## config.mk

```make
export PLATFORM = sky130hd
export DESIGN_NAME = ps2_receiver
export DESIGN_NICKNAME = d
export VERILOG_FILES = /design/src/hdl/soc_pkg.sv /design/src/hdl/ps2_receiver.sv
export SDC_FILE = /design/constraint.sdc
export NUM_CORES = 1
export LEC_CHECK = 0
export BUFFER_PORTS_ARGS = -buffer_cell sky130_fd_sc_hd__clkbuf_2
export CAP_MARGIN = 15
export CORE_MARGIN = 2
export CORE_UTILIZATION = 51
export CTS_CLUSTER_DIAMETER = 30
export DETAILED_ROUTE_END_ITERATION = 16
export GPL_TIMING_DRIVEN = 0
export MAX_ROUTING_LAYER = met4
export PLACE_DENSITY = 0.71
export RECOVER_POWER = 25
export SLEW_MARGIN = 20
export SYNTH_ARGS = -nofsm -noshare
export SYNTH_HDL_FRONTEND = slang
export SYNTH_SLANG_ARGS = --single-unit
```

## constraint.sdc

```tcl
create_clock -name clk -period 2.6 [get_ports clk]
set_input_delay 0.39 -clock clk [delete_from_list [all_inputs] [get_ports clk]]
set_output_delay 0.39 -clock clk [all_outputs]
set_load 0.05 [all_outputs]
```

## src/hdl/soc_pkg.sv

```systemverilog
package soc_pkg;

    // memory map, fixed by the board
    // read-only boot region, memory words 0 to 1023
    localparam logic [63:0] rom_base = 64'h0000_0000_0000_0000;
    localparam logic [63:0] rom_size = 64'h0000_0000_0000_1000;

    // writable region, memory words 1024 to 2047
    localparam logic [63:0] ram_base = 64'h0000_0000_0000_1000;
    localparam logic [63:0] ram_size = 64'h0000_0000_0000_1000;

    // single-address peripherals
    localparam logic [63:0] console_addr = 64'h0000_0000_0000_FFFF;
    localparam logic [63:0] key_addr     = 64'h0000_0000_0000_FFFE;

    // returned for anything not decoded
    localparam logic [63:0] unmapped_data = 64'hDEAD_BEEF_DEAD_BEEF;

    // one shared array covers rom and ram
    localparam int mem_words = 2048;

    // first word index that may be written
    localparam logic [10:0] ram_first_word = 11'(ram_base >> 2);

    // set 2 prefix byte sent ahead of a key release
    localparam logic [7:0] ps2_release_code = 8'hF0;

    // vector the core sees for a keyboard interrupt
    localparam logic [3:0] key_irq_vector = 4'd1;

    // data request from the core
    typedef struct packed {
        logic [63:0] addr;
        logic [63:0] wdata;
        logic        we;
        logic        re;
    } bus_req_t;

    // one write into the shared memory
    typedef struct packed {
        logic [10:0] index;
        logic [31:0] data;
        logic        en;
    } mem_wr_t;

    // press or release of one key, valid for a single cycle
    typedef struct packed {
        logic       valid;
        logic       released;
        logic [7:0] scan;
    } key_event_t;

    // what a bus address points at
    typedef enum logic [2:0] {
        region_rom,
        region_ram,
        region_console,
        region_key,
        region_none
    } region_e;

endpackage

```

## src/hdl/ps2_receiver.sv

```systemverilog
`timescale 1ns/1ps

module ps2_receiver (
    input  logic                clk,
    input  logic                rst_n,
    input  logic                ps2_clk,
    input  logic                ps2_dat,
    output soc_pkg::key_event_t key_event
);
    import soc_pkg::*;

    logic        clk_s1;
    logic        clk_s2;
    logic        clk_d;
    logic        dat_s1;
    logic        dat_s2;
    logic        clk_fall;
    logic [3:0]  bit_cnt;
    logic [10:0] shift_q;
    logic        frame_ready;
    logic        release_pending;
    logic [7:0]  frame_code;
    logic        frame_good;

    // two-flop sync on both lines, third flop for the edge
    always_ff @(posedge clk or negedge rst_n) begin
        if (!rst_n) begin
            clk_s1 <= 1'b1;
            clk_s2 <= 1'b1;
            clk_d  <= 1'b1;
            dat_s1 <= 1'b1;
            dat_s2 <= 1'b1;
        end else begin
            clk_s1 <= ps2_clk;
            clk_s2 <= clk_s1;
            clk_d  <= clk_s2;
            dat_s1 <= ps2_dat;
            dat_s2 <= dat_s1;
        end
    end

    // device changes data on rising, we sample on falling
    assign clk_fall = clk_d && !clk_s2;

    // lsb first, start bit ends up in bit 0
    always_ff @(posedge clk or negedge rst_n) begin
        if (!rst_n) begin
            bit_cnt     <= 4'd0;
            shift_q     <= '0;
            frame_ready <= 1'b0;
        end else begin
            frame_ready <= 1'b0;
            if (clk_fall) begin
                shift_q <= {dat_s2, shift_q[10:1]};
                if (bit_cnt == 4'd10) begin
                    bit_cnt     <= 4'd0;
                    frame_ready <= 1'b1;
                end else begin
                    bit_cnt <= bit_cnt + 4'd1;
                end
            end
        end
    end

    // start low, stop high, odd parity over data plus parity bit
    assign frame_code = shift_q[8:1];
    assign frame_good = !shift_q[0] && shift_q[10] && (^shift_q[9:1]);

    // F0 prefix turns the next code into a release
    always_ff @(posedge clk or negedge rst_n) begin
        if (!rst_n) begin
            key_event       <= '0;
            release_pending <= 1'b0;
        end else begin
            key_event.valid <= 1'b0;
            if (frame_ready) begin
                if (!frame_good) begin
                    // broken frame, drop it and any prefix
                    release_pending <= 1'b0;
                end else if (frame_code == ps2_release_code) begin
                    release_pending <= 1'b1;
                end else begin
                    key_event.valid    <= 1'b1;
                    key_event.released <= release_pending;
                    key_event.scan     <= frame_code;
                    release_pending    <= 1'b0;
                end
            end
        end
    end

endmodule

```

==> summary.txt <==
Status
  – Outcome: complete, but fails checks
  – Violated checks: capacitance limit, slew limit

Synthesis
  – Netlist Area Pre-Place: about 1300 um2
  – Post-synthesis cell count: around 110
  – Cell taking the most area after synthesis: dfrtp_1
  – Synth area leaders: dfrtp_1 (51%), mux2_4 (10%), dfstp_2 (9.9%), nand2_1 (7.4%), ha_1 (3.8%)
  – Synth warn: 0
  – Share of the synthesized area in the top cell type: 50.9%
  – Seq/Total Area, Yosys: 60.8%
  – Syn nets: 115
  – Count of state elements after synthesis: 32
  – Cell variety after synth: 21
  – Mean Syn Cell Area: 12.4 um2

Worst setup path
  – Crit Path Class: flop to flop
  – Worst Path Max Fanout: 10
  – CP startpoint kind: flop
  – Worst EP arrival: 2.33 ns
  – Required time of the critical path: 2.82 ns
  – Critical Path End Type: flop

STA
  – Final Cycle Share: 81.2%
  – Clock skew: ~0.0053 ns
  – RSZ-0062 raised after global routing: no
  – Minimum clock period: 2.11 ns
  – Fmax: 473 MHz
  – Final setup fails: 0
  – Worst-Margin Slew: 1.63 ns
  – Hold Fails Final Rpt: 0
  – Hold_ws: 0.129 ns
  – Slew headroom: -8.62%
  – Slew Limit Fails: 33
  – Setup TNS: 0 ns

Power
  – P_int: 0.847 mW
  – P_sw: 0.390 mW
  – PwrDens: 831 nW/um2
  – Seq pwr share: a little over half
  – Static leakage: 0.724 nW
  – Logic gate share of total power: 24.2%
  – Switching part of the total: 31.5%
  – Tot Pwr: about 1.2 mW
  – Clock power share: about a quarter
  – IR Drop Worst-Case VDD: 0.583 mV

Die
  – Die height: 55.0 um
  – Die Area: between 3000 and 4000 um2
  – Starting Density: 53.6%
  – Core Area: 2480 um2
  – IO Count: 14
  – Row count: 18
  – Die X: 55.0 um

Clock network
  – Clock buffer depth: 2
  – Sink Count: 32
  – Quantity of hold-fixing buffers added after cts: 0
  – Setup Buffers After CTS: 0
  – TritonCTS Buffers: 5
  – Root Driver: clkbuf_4
  – Worst-path clk slew: about 0.090 ns
  – Worst skew pair latency: 0.33 ns
  – CTS tree: yes
  – PostCTS Resize Cnt: 0
  – H-tree Lvls: 2

Routing
  – Routed wire per std cell: 13.1 um
  – Drt total wl: between 2000 and 2500 um
  – Vias/cell: 5.17
  – DRT Pass-1 Iters: 4
  – Final ANT Viol Nets: 0
  – Initial drt markers: 14
  – Drt drc: 0
  – Vias: 817

Placed design
  – Placer congestion estimate: about 0.83
  – Placed Area: between 1000 and 1500 um2
  – Post-DP HPWL: 1460 um
  – # port buffers: 13

Cells and area
  – Layout cells sized above 1: 25.8%
  – Most frequent cells in the layout: dfrtp_1 (27), nand2_1 (26), clkbuf_2 (12)
  – Area grow syn2layout: 12.1%
  – Finished Cell Area: 1490 um2
  – Fin nets: 135
  – Most frequent standard cell in the layout excluding fill and tap cells: dfrtp_1
  – Antenna Cells: 0

Worst hold path
  – HP Class: primary input to flop

GRT
  – Pin count of the biggest net entering global routing: 33
  – First-pass GRT wire length: around 3500 um
  – Grt ovf: 0
  – GR Util All Layers: between 10% and 20%
  – Vias in the first global route: 799
  – Initial antenna violation count: 0

Flow run
  – Max cap viols: 1
[path summary, 6_finish.rpt]
check	startpoint	to	slack (ns)	cells after the start
setup / recovery	shift_q[2]	key_event[5]	0.49	7
hold / removal	ps2_dat	dat_s1	0.13	1
setup reg to reg	shift_q[2]	key_event[5]	0.49	7
hold reg to reg	dat_s1	dat_s2	0.36	0
max in group asynchronous	rst_n	bit_cnt[3]	1.19	1
min in group asynchronous	rst_n	key_event[3]	0.46	1
[through the flow]
stage               std cells  setup slack (ns)  util, %
floorplan                 107             0.623        -
global placement          150             0.536     57.7
detailed placement        150             0.481     57.7
CTS                       158             0.456     60.1
global route              158             0.375     60.1
finish                    158             0.488     60.1
[synthesized netlist by cell type]
| cell | instances |
|---|---|
| o21ai_0 | 9 |
| ha_1 | 4 |
| a211oi_1 | 1 |
| o32ai_1 | 1 |
| nor2b_1 | 3 |
| dfstp_2 | 5 |
| dfrtp_1 | 27 |
| a21o_1 | 1 |
| nand3_1 | 1 |
| nand2_1 | 26 |
| clkbuf_1 | 3 |
| buf_6 | 1 |
| xnor2_1 | 3 |
| mux2_4 | 9 |
| nor3b_2 | 1 |
| xnor3_1 | 1 |
| nor3b_1 | 2 |
| nand3b_1 | 2 |
| inv_1 | 5 |
| nand2b_1 | 1 |
| nand4_1 | 1 |
[logic make-up (layout without fill, tap and decap cells)]
group | after synthesis | after routing | synth area share, %
xor+xnor | 4 | 4 | 3.68
flops | 32 | 32 | 60.8
compound gates | 12 | 12 | 5.18
buf+inv | 9 | 30 | 3.11
fa+ha+maj | 4 | 4 | 3.77
simple gates | 37 | 37 | 13.3
mux | 9 | 9 | 10.2
[routing by layer]
metal | global-route usage, % | part of all wire, %
met5 | - | 0
met2 | 28.0 | 49
met3 | 7.26 | 4.7
met4 | 8.54 | 2.5
met1 | 20.5 | 43
[critical path, stage by stage, from the launching register on]
cell and delay (ns):
dfrtp_1 0.38, inv_1 0.06, ha_1 0.27, xnor3_1 0.40, xnor2_1 0.17, nor3b_2 0.21
buf_6 0.20, mux2_4 0.31
[flip-flops by register name, indices dropped and copies added, names as in the netlist]
name             count
dat_s2               1
clk_s1               1
frame_ready          1
key_event           10
shift_q             11
bit_cnt              4
clk_d                1
dat_s1               1
clk_s2               1
release_pending      1
[cell type report]
cell class | instances | area [um2]
multi-input cells | 66 | 479
well taps | 30 | 37.5
fillers | 200 | 990
plain buffers | 4 | 22.5
repair buffers | 13 | 63.8
inverters | 5 | 18.8
flip-flops and latches | 32 | 807
clock buffers | 8 | 58.8
[power by group through the flow]
stage	sequential (mW)	clock, mW	combinational (mW)
after global routing	0.660	0.328	0.340
after floorplan	0.682	0	0.201
after global placement	0.651	0	0.291
final	0.646	0.291	0.299
after CTS	0.647	0.305	0.306
after detailed placement	0.657	0	0.304
Power figures use the tool's default switching activity.
