$ cat src/hdl/soc_pkg.sv
package soc_pkg;

    // memory map, fixed by the board
    // read-only boot region, memory words 0 to 1023
    localparam logic [63:0] rom_base = 64'h0000_0000_0000_0000;
    localparam logic [63:0] rom_size = 64'h0000_0000_0000_1000;

    // writable region, memory words 1024 to 2047
    localparam logic [63:0] ram_base = 64'h0000_0000_0000_1000;
    localparam logic [63:0] ram_size = 64'h0000_0000_0000_1000;

    // single-address peripherals
    localparam logic [63:0] console_addr = 64'h0000_0000_0000_FFFF;
    localparam logic [63:0] key_addr     = 64'h0000_0000_0000_FFFE;

    // returned for anything not decoded
    localparam logic [63:0] unmapped_data = 64'hDEAD_BEEF_DEAD_BEEF;

    // one shared array covers rom and ram
    localparam int mem_words = 2048;

    // first word index that may be written
    localparam logic [10:0] ram_first_word = 11'(ram_base >> 2);

    // set 2 prefix byte sent ahead of a key release
    localparam logic [7:0] ps2_release_code = 8'hF0;

    // vector the core sees for a keyboard interrupt
    localparam logic [3:0] key_irq_vector = 4'd1;

    // data request from the core
    typedef struct packed {
        logic [63:0] addr;
        logic [63:0] wdata;
        logic        we;
        logic        re;
    } bus_req_t;

    // one write into the shared memory
    typedef struct packed {
        logic [10:0] index;
        logic [31:0] data;
        logic        en;
    } mem_wr_t;

    // press or release of one key, valid for a single cycle
    typedef struct packed {
        logic       valid;
        logic       released;
        logic [7:0] scan;
    } key_event_t;

    // what a bus address points at
    typedef enum logic [2:0] {
        region_rom,
        region_ram,
        region_console,
        region_key,
        region_none
    } region_e;

endpackage

$ cat src/hdl/bus_decoder.sv
`timescale 1ns/1ps

module bus_decoder (
    input  logic                clk,
    input  logic                rst_n,
    input  soc_pkg::bus_req_t   bus,
    output logic [10:0]         mem_rd_index,
    input  logic [31:0]         mem_rd_word,
    output soc_pkg::mem_wr_t    mem_wr,
    input  soc_pkg::key_event_t key_event,
    output logic [7:0]          key_code,
    output logic [63:0]         rdata,
    output logic                console_valid,
    output logic [7:0]          console_data
);
    import soc_pkg::*;

    region_e     region;
    region_e     rd_region_q;
    logic        re_q;
    logic [63:0] read_mux;
    logic [63:0] held_q;

    // offset compare keeps the zero-based rom check well formed
    function automatic region_e decode_region(input logic [63:0] addr);
        if ((addr - rom_base) < rom_size) begin
            return region_rom;
        end
        if ((addr - ram_base) < ram_size) begin
            return region_ram;
        end
        if (addr == console_addr) begin
            return region_console;
        end
        if (addr == key_addr) begin
            return region_key;
        end
        return region_none;
    endfunction

    assign region = decode_region(bus.addr);

    // word index, memory registers it on the same edge as re
    assign mem_rd_index = bus.addr[12:2];

    // only ram takes writes, low half of the bus word
    assign mem_wr.index = bus.addr[12:2];
    assign mem_wr.data  = bus.wdata[31:0];
    assign mem_wr.en    = bus.we && (region == region_ram);

    // remember what the read was aimed at
    always_ff @(posedge clk or negedge rst_n) begin
        if (!rst_n) begin
            re_q        <= 1'b0;
            rd_region_q <= region_none;
        end else begin
            re_q <= bus.re;
            if (bus.re) begin
                rd_region_q <= region;
            end
        end
    end

    // pick the source one cycle after re
    always_comb begin
        case (rd_region_q)
            region_rom,
            region_ram: read_mux = {32'd0, mem_rd_word};
            region_key: read_mux = {56'd0, key_code};
            default:    read_mux = unmapped_data;
        endcase
    end

    // keeps rdata steady between reads
    always_ff @(posedge clk or negedge rst_n) begin
        if (!rst_n) begin
            held_q <= '0;
        end else if (re_q) begin
            held_q <= read_mux;
        end
    end

    // fresh value straight through, otherwise the held one
    assign rdata = re_q ? read_mux : held_q;

    // last pressed key, releases leave it alone
    always_ff @(posedge clk or negedge rst_n) begin
        if (!rst_n) begin
            key_code <= 8'd0;
        end else if (key_event.valid && !key_event.released) begin
            key_code <= key_event.scan;
        end
    end

    // console strobe
    always_ff @(posedge clk or negedge rst_n) begin
        if (!rst_n) begin
            console_valid <= 1'b0;
        end else begin
            console_valid <= bus.we && (region == region_console);
        end
    end

    // console byte
    always_ff @(posedge clk) begin
        if (bus.we && (region == region_console)) begin
            console_data <= bus.wdata[7:0];
        end
    end

    // core never reads and writes in the same cycle
    assert property (@(posedge clk) disable iff (!rst_n) !(bus.re && bus.we));

    // memory writes only ever come from the ram window
    assert property (@(posedge clk) disable iff (!rst_n)
        mem_wr.en |-> (bus.addr >= ram_base && bus.addr < ram_base + ram_size));

endmodule

$ cat config.mk
export PLATFORM = sky130hd
export DESIGN_NAME = bus_decoder
export DESIGN_NICKNAME = d
export VERILOG_FILES = /design/src/hdl/soc_pkg.sv /design/src/hdl/bus_decoder.sv
export SDC_FILE = /design/constraint.sdc
export NUM_CORES = 1
export LEC_CHECK = 0
export BUFFER_PORTS_ARGS = -buffer_cell sky130_fd_sc_hd__buf_2
export CAP_MARGIN = 15
export CORE_ASPECT_RATIO = 0.6
export CORE_MARGIN = 4
export CORE_UTILIZATION = 38
export DETAILED_ROUTE_END_ITERATION = 7
export PLACE_DENSITY_LB_ADDON = 0.12
export SLEW_MARGIN = 20
export SYNTH_ARGS = -nofsm -noshare
export SYNTH_HDL_FRONTEND = slang
export SYNTH_SLANG_ARGS = --single-unit
$ cat constraint.sdc
create_clock -name clk -period 2.55 [get_ports clk]
set_input_delay 0.255 -clock clk [delete_from_list [all_inputs] [get_ports clk]]
set_output_delay 0.255 -clock clk [all_outputs]
set_load 0.01 [all_outputs]
==> run_results.csv, run 1 <==
group,metric,value,unit
worst_setup_path,end_kind,"primary output",
clock_network,cts-htree-levels,3,
global_route,grt_start_max_net_pins,54,
routing,postRouteAntennaNets,0,
yosys,postSynthNetCount,650,
worst_setup_path,slowest_delay,450,ps
floorplanning,pin_count,310,
final_layout,postLayoutCellArea,6441,sq um
worst_setup_path,critical_path.startpoint_type,"primary input",
placed_design,dpl.cell_count,864,
outcome,status,"finished, violations left",
routing,drc_errors,0,
final_layout,final_cells,885,
clock_network,cts.path.max_buffers,2,
min_path,hold_path_class,"in -> reg",
placed_design,portBuffers,229,
routing,firstDrtPassIters,5,
yosys,synth_top_area_frac,0.4208,
global_route,grt_pass1_wl,23.68,mm
clock_network,clkTransAtPathRegs,70,ps
final_layout,n_antenna_cell,0,
flow_run,maxCapViolCount,0,
yosys,synth.area.top_cells,"dfrtp_1 42%, buf_4 9.0%, o21ai_0 5.6%",
sta,grt_setup_unrepaired,"yes",
worst_setup_path,critPathTopFamily,"simple AND/OR/NAND/NOR gates",
sta,finalWorstSetupSlack,-229.8,ps
yosys,ys.flop_type,"dfrtp_1",
power_and_ir_drop,ir_drop,344.4,uV
worst_setup_path,crit_buf_inv,2,
sta,tightest_slew,653.9,ps
floorplanning,die_w,148.8,microns
yosys,synth_edf_count,8,
worst_setup_path,cp_slowest_cell,"o41a_1",
worst_setup_path,cp.required,2300,ps
routing,drt_iter0_drc,247,
final_layout,drive_gt1_frac,0.5021,
sta,hold_viol_final,0,
yosys,synth_area_per_cell,9.494,sq um
yosys,netlist_instances,476,
yosys,synth_area_leader_cell,"dfrtp_1",
clock_network,cts.sinks,85,
routing,wire_per_inst,17.05,microns
floorplanning,num_rows,30,
routing,via_per_inst,5.024,
final_layout,syn2layout_area_growth,42.52,%
yosys,ys_types,51,
sta,tns,-229.8,ps
sta,final_max_slew_viol_count,0,
yosys,synth_seq_cells,85,
final_layout,num-nets-final,894,
global_route,grt_pass1_vias,4358,
sta,skew,5.860,ps
power_and_ir_drop,powerDensity,559.8,nW/um^2
placed_design,globalplace.congestion,0.9134,
global_route,grt_overflow,0,
yosys,syn_area,4519,sq um
floorplanning,start_util,0.3948,
yosys,ys_warn_count,0,
worst_setup_path,critPathMaxFanout,6,
sta,max_slew_margin,0.5631,
floorplanning,core-area,11450,sq um
placed_design,placed_area,5995,sq um
global_route,track_usage,0.2177,
outcome,violations,"negative setup slack",
clock_network,clkLatencyLatePin,330,ps
floorplanning,die_y,92.48,microns
sta,hold_slack,107.0,ps
sta,setup_viol,1,
sta,min_period,2780,ps
global_route,antenna_found_initial,1,
yosys,synth_common_cells,"76 x dfrtp_1, 54 x buf_4, 51 x inv_1, 51 x o21ai_0, 34 x nor2_1",
floorplanning,dieArea,13760,sq um
clock_network,cts_tree,"built",
sta,finalCritPeriodShare,1.090,
routing,num_vias,4446,
clock_network,cts_buffers,9,
routing,routed_wl,15.09,mm
yosys,synth_most_common_cell,"dfrtp_1",
yosys,ys_seq_area_frac,0.4798,
worst_setup_path,worstSetupPathType,"in -> out",
final_layout,multiInputGateArea,1768,sq um
worst_setup_path,critical_path_arrival,2520,ps
placed_design,dpl.hpwl,12.13,mm
clock_network,root_buffer,"clkbuf_16",
final_layout,fill_cells,1067,
final_layout,register_area,2170,sq um
yosys,async_flop_share,0.9059,
worst_setup_path,cp_cell_sequence,"buf_2, nor4_4, nand4_1, or2_4, o41a_1, nor3_1, nand3_1, nor4_4, buf_2",
sta,fmax,359.7,MHz
power_and_ir_drop,p_leak,0.003144,uW
[where the power goes]
part	switching (uW)	total (uW)	internal (uW)	leakage (uW)
combinational	373	672	298	0.00200
clock	548	1420	870	0.000156
sequential	45.6	1520	1470	0.000987
total	967	3610	2640	0.00314
[metal layers]
layer | GRT usage | wire (microns)
met2 | 0.3124 | 6592
met1 | 0.3176 | 7038
met5 | 0 | 12
met4 | 0.04874 | 206
met3 | 0.07335 | 1236
[final cells by class]
| type | count | area share |
|---|---|---|
| clock inverter | 6 | 0.01457 |
| timing repair buffer | 309 | 0.2778 |
| sequential | 85 | 0.3368 |
| inverter | 51 | 0.02972 |
| clock buffer | 10 | 0.03555 |
| tap | 160 | 0.03108 |
| multi-input combinational | 264 | 0.2745 |
[cell families (layout without fill, tap and decap cells)]
| group | count (synthesis) | in the layout | share of synthesized area |
|---|---|---|---|
| flops | 85 | 85 | 0.4798 |
| mux | 13 | 13 | 0.03184 |
| simple gates | 147 | 147 | 0.1880 |
| compound gates | 102 | 102 | 0.1459 |
| xor+xnor | 2 | 2 | 0.003877 |
| buf+inv | 127 | 376 | 0.1506 |
[cells in the final DEF, fill, tap and decap left out, types with 3 or more instances in the layout]
master / count
o211ai_1: 18
buf_4: 77
nand3_1: 18
nor3_1: 13
mux2_2: 11
o21ai_0: 51
clkbuf_16: 9
inv_1: 51
buf_2: 228
nor4_4: 3
nor2b_1: 9
or3_1: 4
or2_2: 6
nand4_1: 17
dfrtp_1: 75
nand2_1: 8
o41ai_1: 4
o41ai_2: 3
a21oi_1: 4
edfxtp_1: 8
nor2_1: 33
or4_1: 4
nor4_2: 3
buf_12: 3
nor3_2: 5
a221oi_1: 7
nor4_1: 7
[flip-flops by register name, indices dropped and copies added, names as in the netlist]
register / flops
re_q: 1
key_code: 8
console_valid: 1
rd_region_q: 3
console_data: 8
held_q: 64
[stage by stage]
step	utilization	worst slack [ps]	total power, uW
after floorplan	-	24.57	1861
after global placement	0.5236	-357.8	2195
after detailed placement	0.5236	-328.0	2205
after CTS	0.5595	-195.5	3644
after global routing	0.5626	-298.3	3790
final	0.5626	-229.8	3606
[path summary, 6_finish.rpt]
check | from | to | slack, ps | cells past startpoint
min in group asynchronous | rst_n | held_q[53] | 490 | 2
worst max-delay path | bus[97] | mem_wr[0] | -230 | 9
worst min-delay path | bus[2] | console_data[0] | 110 | 1
worst min register to register | held_q[54] | held_q[54] | 510 | 1
max in group asynchronous | rst_n | key_code[0] | 1460 | 3
worst max register to register | rd_region_q[1] | held_q[43] | 860 | 5
[repair_timing]
action | 4_1_cts | 5_1_grt
resized for setup | 8 | 7
setup buffers | 4 | 0
endpoints found under the setup margin | 1 | 9
endpoints found under the hold margin | 47 | 0
hold buffers | 1 | 0
pin swaps | 5 | 4
cloned | 0 | 0
(Power assumes the default switching activity.)
==> inputs of run 2 (changes only) <==
--- a/config.mk
+++ b/config.mk
@@ -7,10 +7,9 @@
 export LEC_CHECK = 0
 export BUFFER_PORTS_ARGS = -buffer_cell sky130_fd_sc_hd__buf_2
 export CAP_MARGIN = 15
-export CORE_ASPECT_RATIO = 0.6
-export CORE_MARGIN = 4
-export CORE_UTILIZATION = 38
+export CORE_AREA = 4 4 118 120
 export DETAILED_ROUTE_END_ITERATION = 7
+export DIE_AREA = 0 0 122 124
 export PLACE_DENSITY_LB_ADDON = 0.12
 export SLEW_MARGIN = 20
 export SYNTH_ARGS = -nofsm -noshare
==> constraint.sdc (replaced) <==
create_clock -name clk -period 3.2 [get_ports clk]
set_input_delay 0.32 -clock clk [delete_from_list [all_inputs] [get_ports clk]]
set_output_delay 0.32 -clock clk [all_outputs]
set_load 0.01 [all_outputs]
==> run_results.csv, run 2 (synthesis gave the netlist of run 1 again) <==
group,metric,value,unit
min_path,hold_path_class,"in -> async",
worst_setup_path,crit_buf_inv,2,
worst_setup_path,cp_slowest_cell,"or4_1",
flow_run,maxCapViolCount,0,
power_and_ir_drop,swShare,0.2646,
worst_setup_path,cp.required,2880,ps
final_layout,fill_cells,1303,
power_and_ir_drop,pwr-share-comb,0.172,
routing,drc_errors,0,
floorplanning,num_rows,42,
routing,wire_per_inst,15.89,microns
worst_setup_path,critical_path.startpoint_type,"primary input",
final_layout,register_area,2170,sq um
power_and_ir_drop,p_leak,0.002792,uW
sta,fmax,324.5,MHz
sta,hold_viol_final,0,
worst_setup_path,worstSetupPathType,"in -> out",
final_layout,drive_gt1_frac,0.4372,
worst_setup_path,slowest_delay,530,ps
worst_setup_path,end_kind,"primary output",
floorplanning,die_y,124,microns
floorplanning,pin_count,310,
sta,setup_viol,0,
routing,postRouteAntennaNets,0,
sta,skew,9.549,ps
power_and_ir_drop,p_seq_frac,0.438,
floorplanning,core-area,12980,sq um
global_route,antenna_found_initial,1,
final_layout,fin_util,0.4505,
sta,max_slew_margin,0.3476,
floorplanning,dieArea,15130,sq um
final_layout,regMostFlops,"held_q",
sta,finalCritPeriodShare,0.9630,
global_route,grt_start_max_net_pins,78,
global_route,grt_pass1_vias,4001,
power_and_ir_drop,p_int,2022,uW
clock_network,cts_tree,"built",
placed_design,globalplace.congestion,0.8961,
clock_network,root_buffer,"clkbuf_16",
final_layout,n_antenna_cell,0,
clock_network,cts-htree-levels,3,
sta,min_period,3082,ps
placed_design,preCtsSetupSlack,138.7,ps
sta,finalWorstSetupSlack,118.3,ps
floorplanning,die_w,122,microns
global_route,grt_overflow,0,
global_route,grt_pass1_wl,20.41,mm
routing,firstDrtPassIters,6,
worst_setup_path,critPathTopFamily,"simple AND/OR/NAND/NOR gates",
final_layout,final_cells,837,
final_layout,largest_reg_flops,64,
routing,routed_wl,13.30,mm
clock_network,clkTransAtPathRegs,60,ps
sta,final_max_slew_viol_count,0,
outcome,status,"finished clean",
routing,via_per_inst,4.977,
final_layout,final_cell_mix,"228 x buf_2, 75 x dfrtp_1, 51 x inv_1, 51 x o21ai_0, 33 x nor2_1",
clock_network,cts-hold-fix-buffers,0,
routing,drt_iter0_drc,308,
final_layout,syn2layout_area_growth,29.37,%
routing,num_vias,4166,
worst_setup_path,cp_cell_sequence,"buf_2, or4_1, or4_1, o41ai_1, and4_1, nand3_1, nor4_2, buf_2",
clock_network,postCtsSetupRepairBufs,0,
placed_design,dpl.hpwl,10.27,mm
placed_design,dpl.cell_count,821,
final_layout,final_common_cell,"buf_2",
worst_setup_path,critPathMaxFanout,4,
final_layout,multiInputGateArea,1687,sq um
placed_design,portBuffers,229,
clock_network,cts_resized,0,
clock_network,cts_buffers,9,
worst_setup_path,critical_path_arrival,2760,ps
power_and_ir_drop,powerDensity,470.2,nW/um^2
clock_network,cts.path.max_buffers,2,
power_and_ir_drop,power_switching,727.6,uW
global_route,track_usage,0.1678,
final_layout,num-nets-final,830,
floorplanning,start_util,0.3482,
clock_network,cts.sinks,85,
clock_network,clkLatencyLatePin,330,ps
final_layout,reg.largest.list,"held_q (64), console_data (8), key_code (8)",
sta,tightest_slew,978.6,ps
power_and_ir_drop,ir_drop,266.8,uV
power_and_ir_drop,clkPwrFrac,0.390,
[run 2: final timing paths]
path | to | cells past startpoint | slack (ps) | startpoint
setup / recovery | mem_wr[0] | 8 | 120 | bus[113]
hold / removal | held_q[42] | 1 | 150 | rst_n
setup reg to reg | held_q[0] | 4 | 1410 | rd_region_q[1]
hold reg to reg | held_q[56] | 1 | 510 | held_q[56]
max in group asynchronous | re_q | 1 | 2360 | rst_n
min in group clk | console_data[7] | 1 | 180 | bus[9]
[run 2: power by group through the flow]
stage | registers, uW | clock network [uW] | logic (uW)
2_1_floorplan | 1220 | 0 | 259
5_1_grt | 1210 | 1160 | 528
3_3_place_gp | 1220 | 0 | 472
4_1_cts | 1200 | 1110 | 478
6_report | 1200 | 1070 | 473
3_5_place_dp | 1220 | 0 | 476
[run 2: through the flow]
step	instance area, sq um	total power, uW	hold WS, ps	setup TNS [ps]
floorplan	4519	1483	24.41	0
global placement	5520	1694	497.0	0
detailed placement	5520	1701	503.0	0
CTS	5831	2790	161.9	0
global route	5847	2901	164.5	-17.00
finish	5847	2749	154.2	0
[run 2: area by class of cell]
class / count / share of cell area
tap: 176 / 0.03766
timing repair buffer: 245 / 0.2170
clock inverter: 4 / 0.008988
clock buffer: 12 / 0.04408
sequential: 85 / 0.3711
multi-input combinational: 264 / 0.2885
inverter: 51 / 0.03274
[run 2: layer usage]
metal | part of all wire | up-vias | GRT usage
li1 | - | 2014 | -
met1 | 0.42 | 1967 | 0.2202
met2 | 0.49 | 149 | 0.2721
met3 | 0.067 | 34 | 0.04133
met4 | 0.022 | 2 | 0.05742
met5 | 0.0014 | - | 0
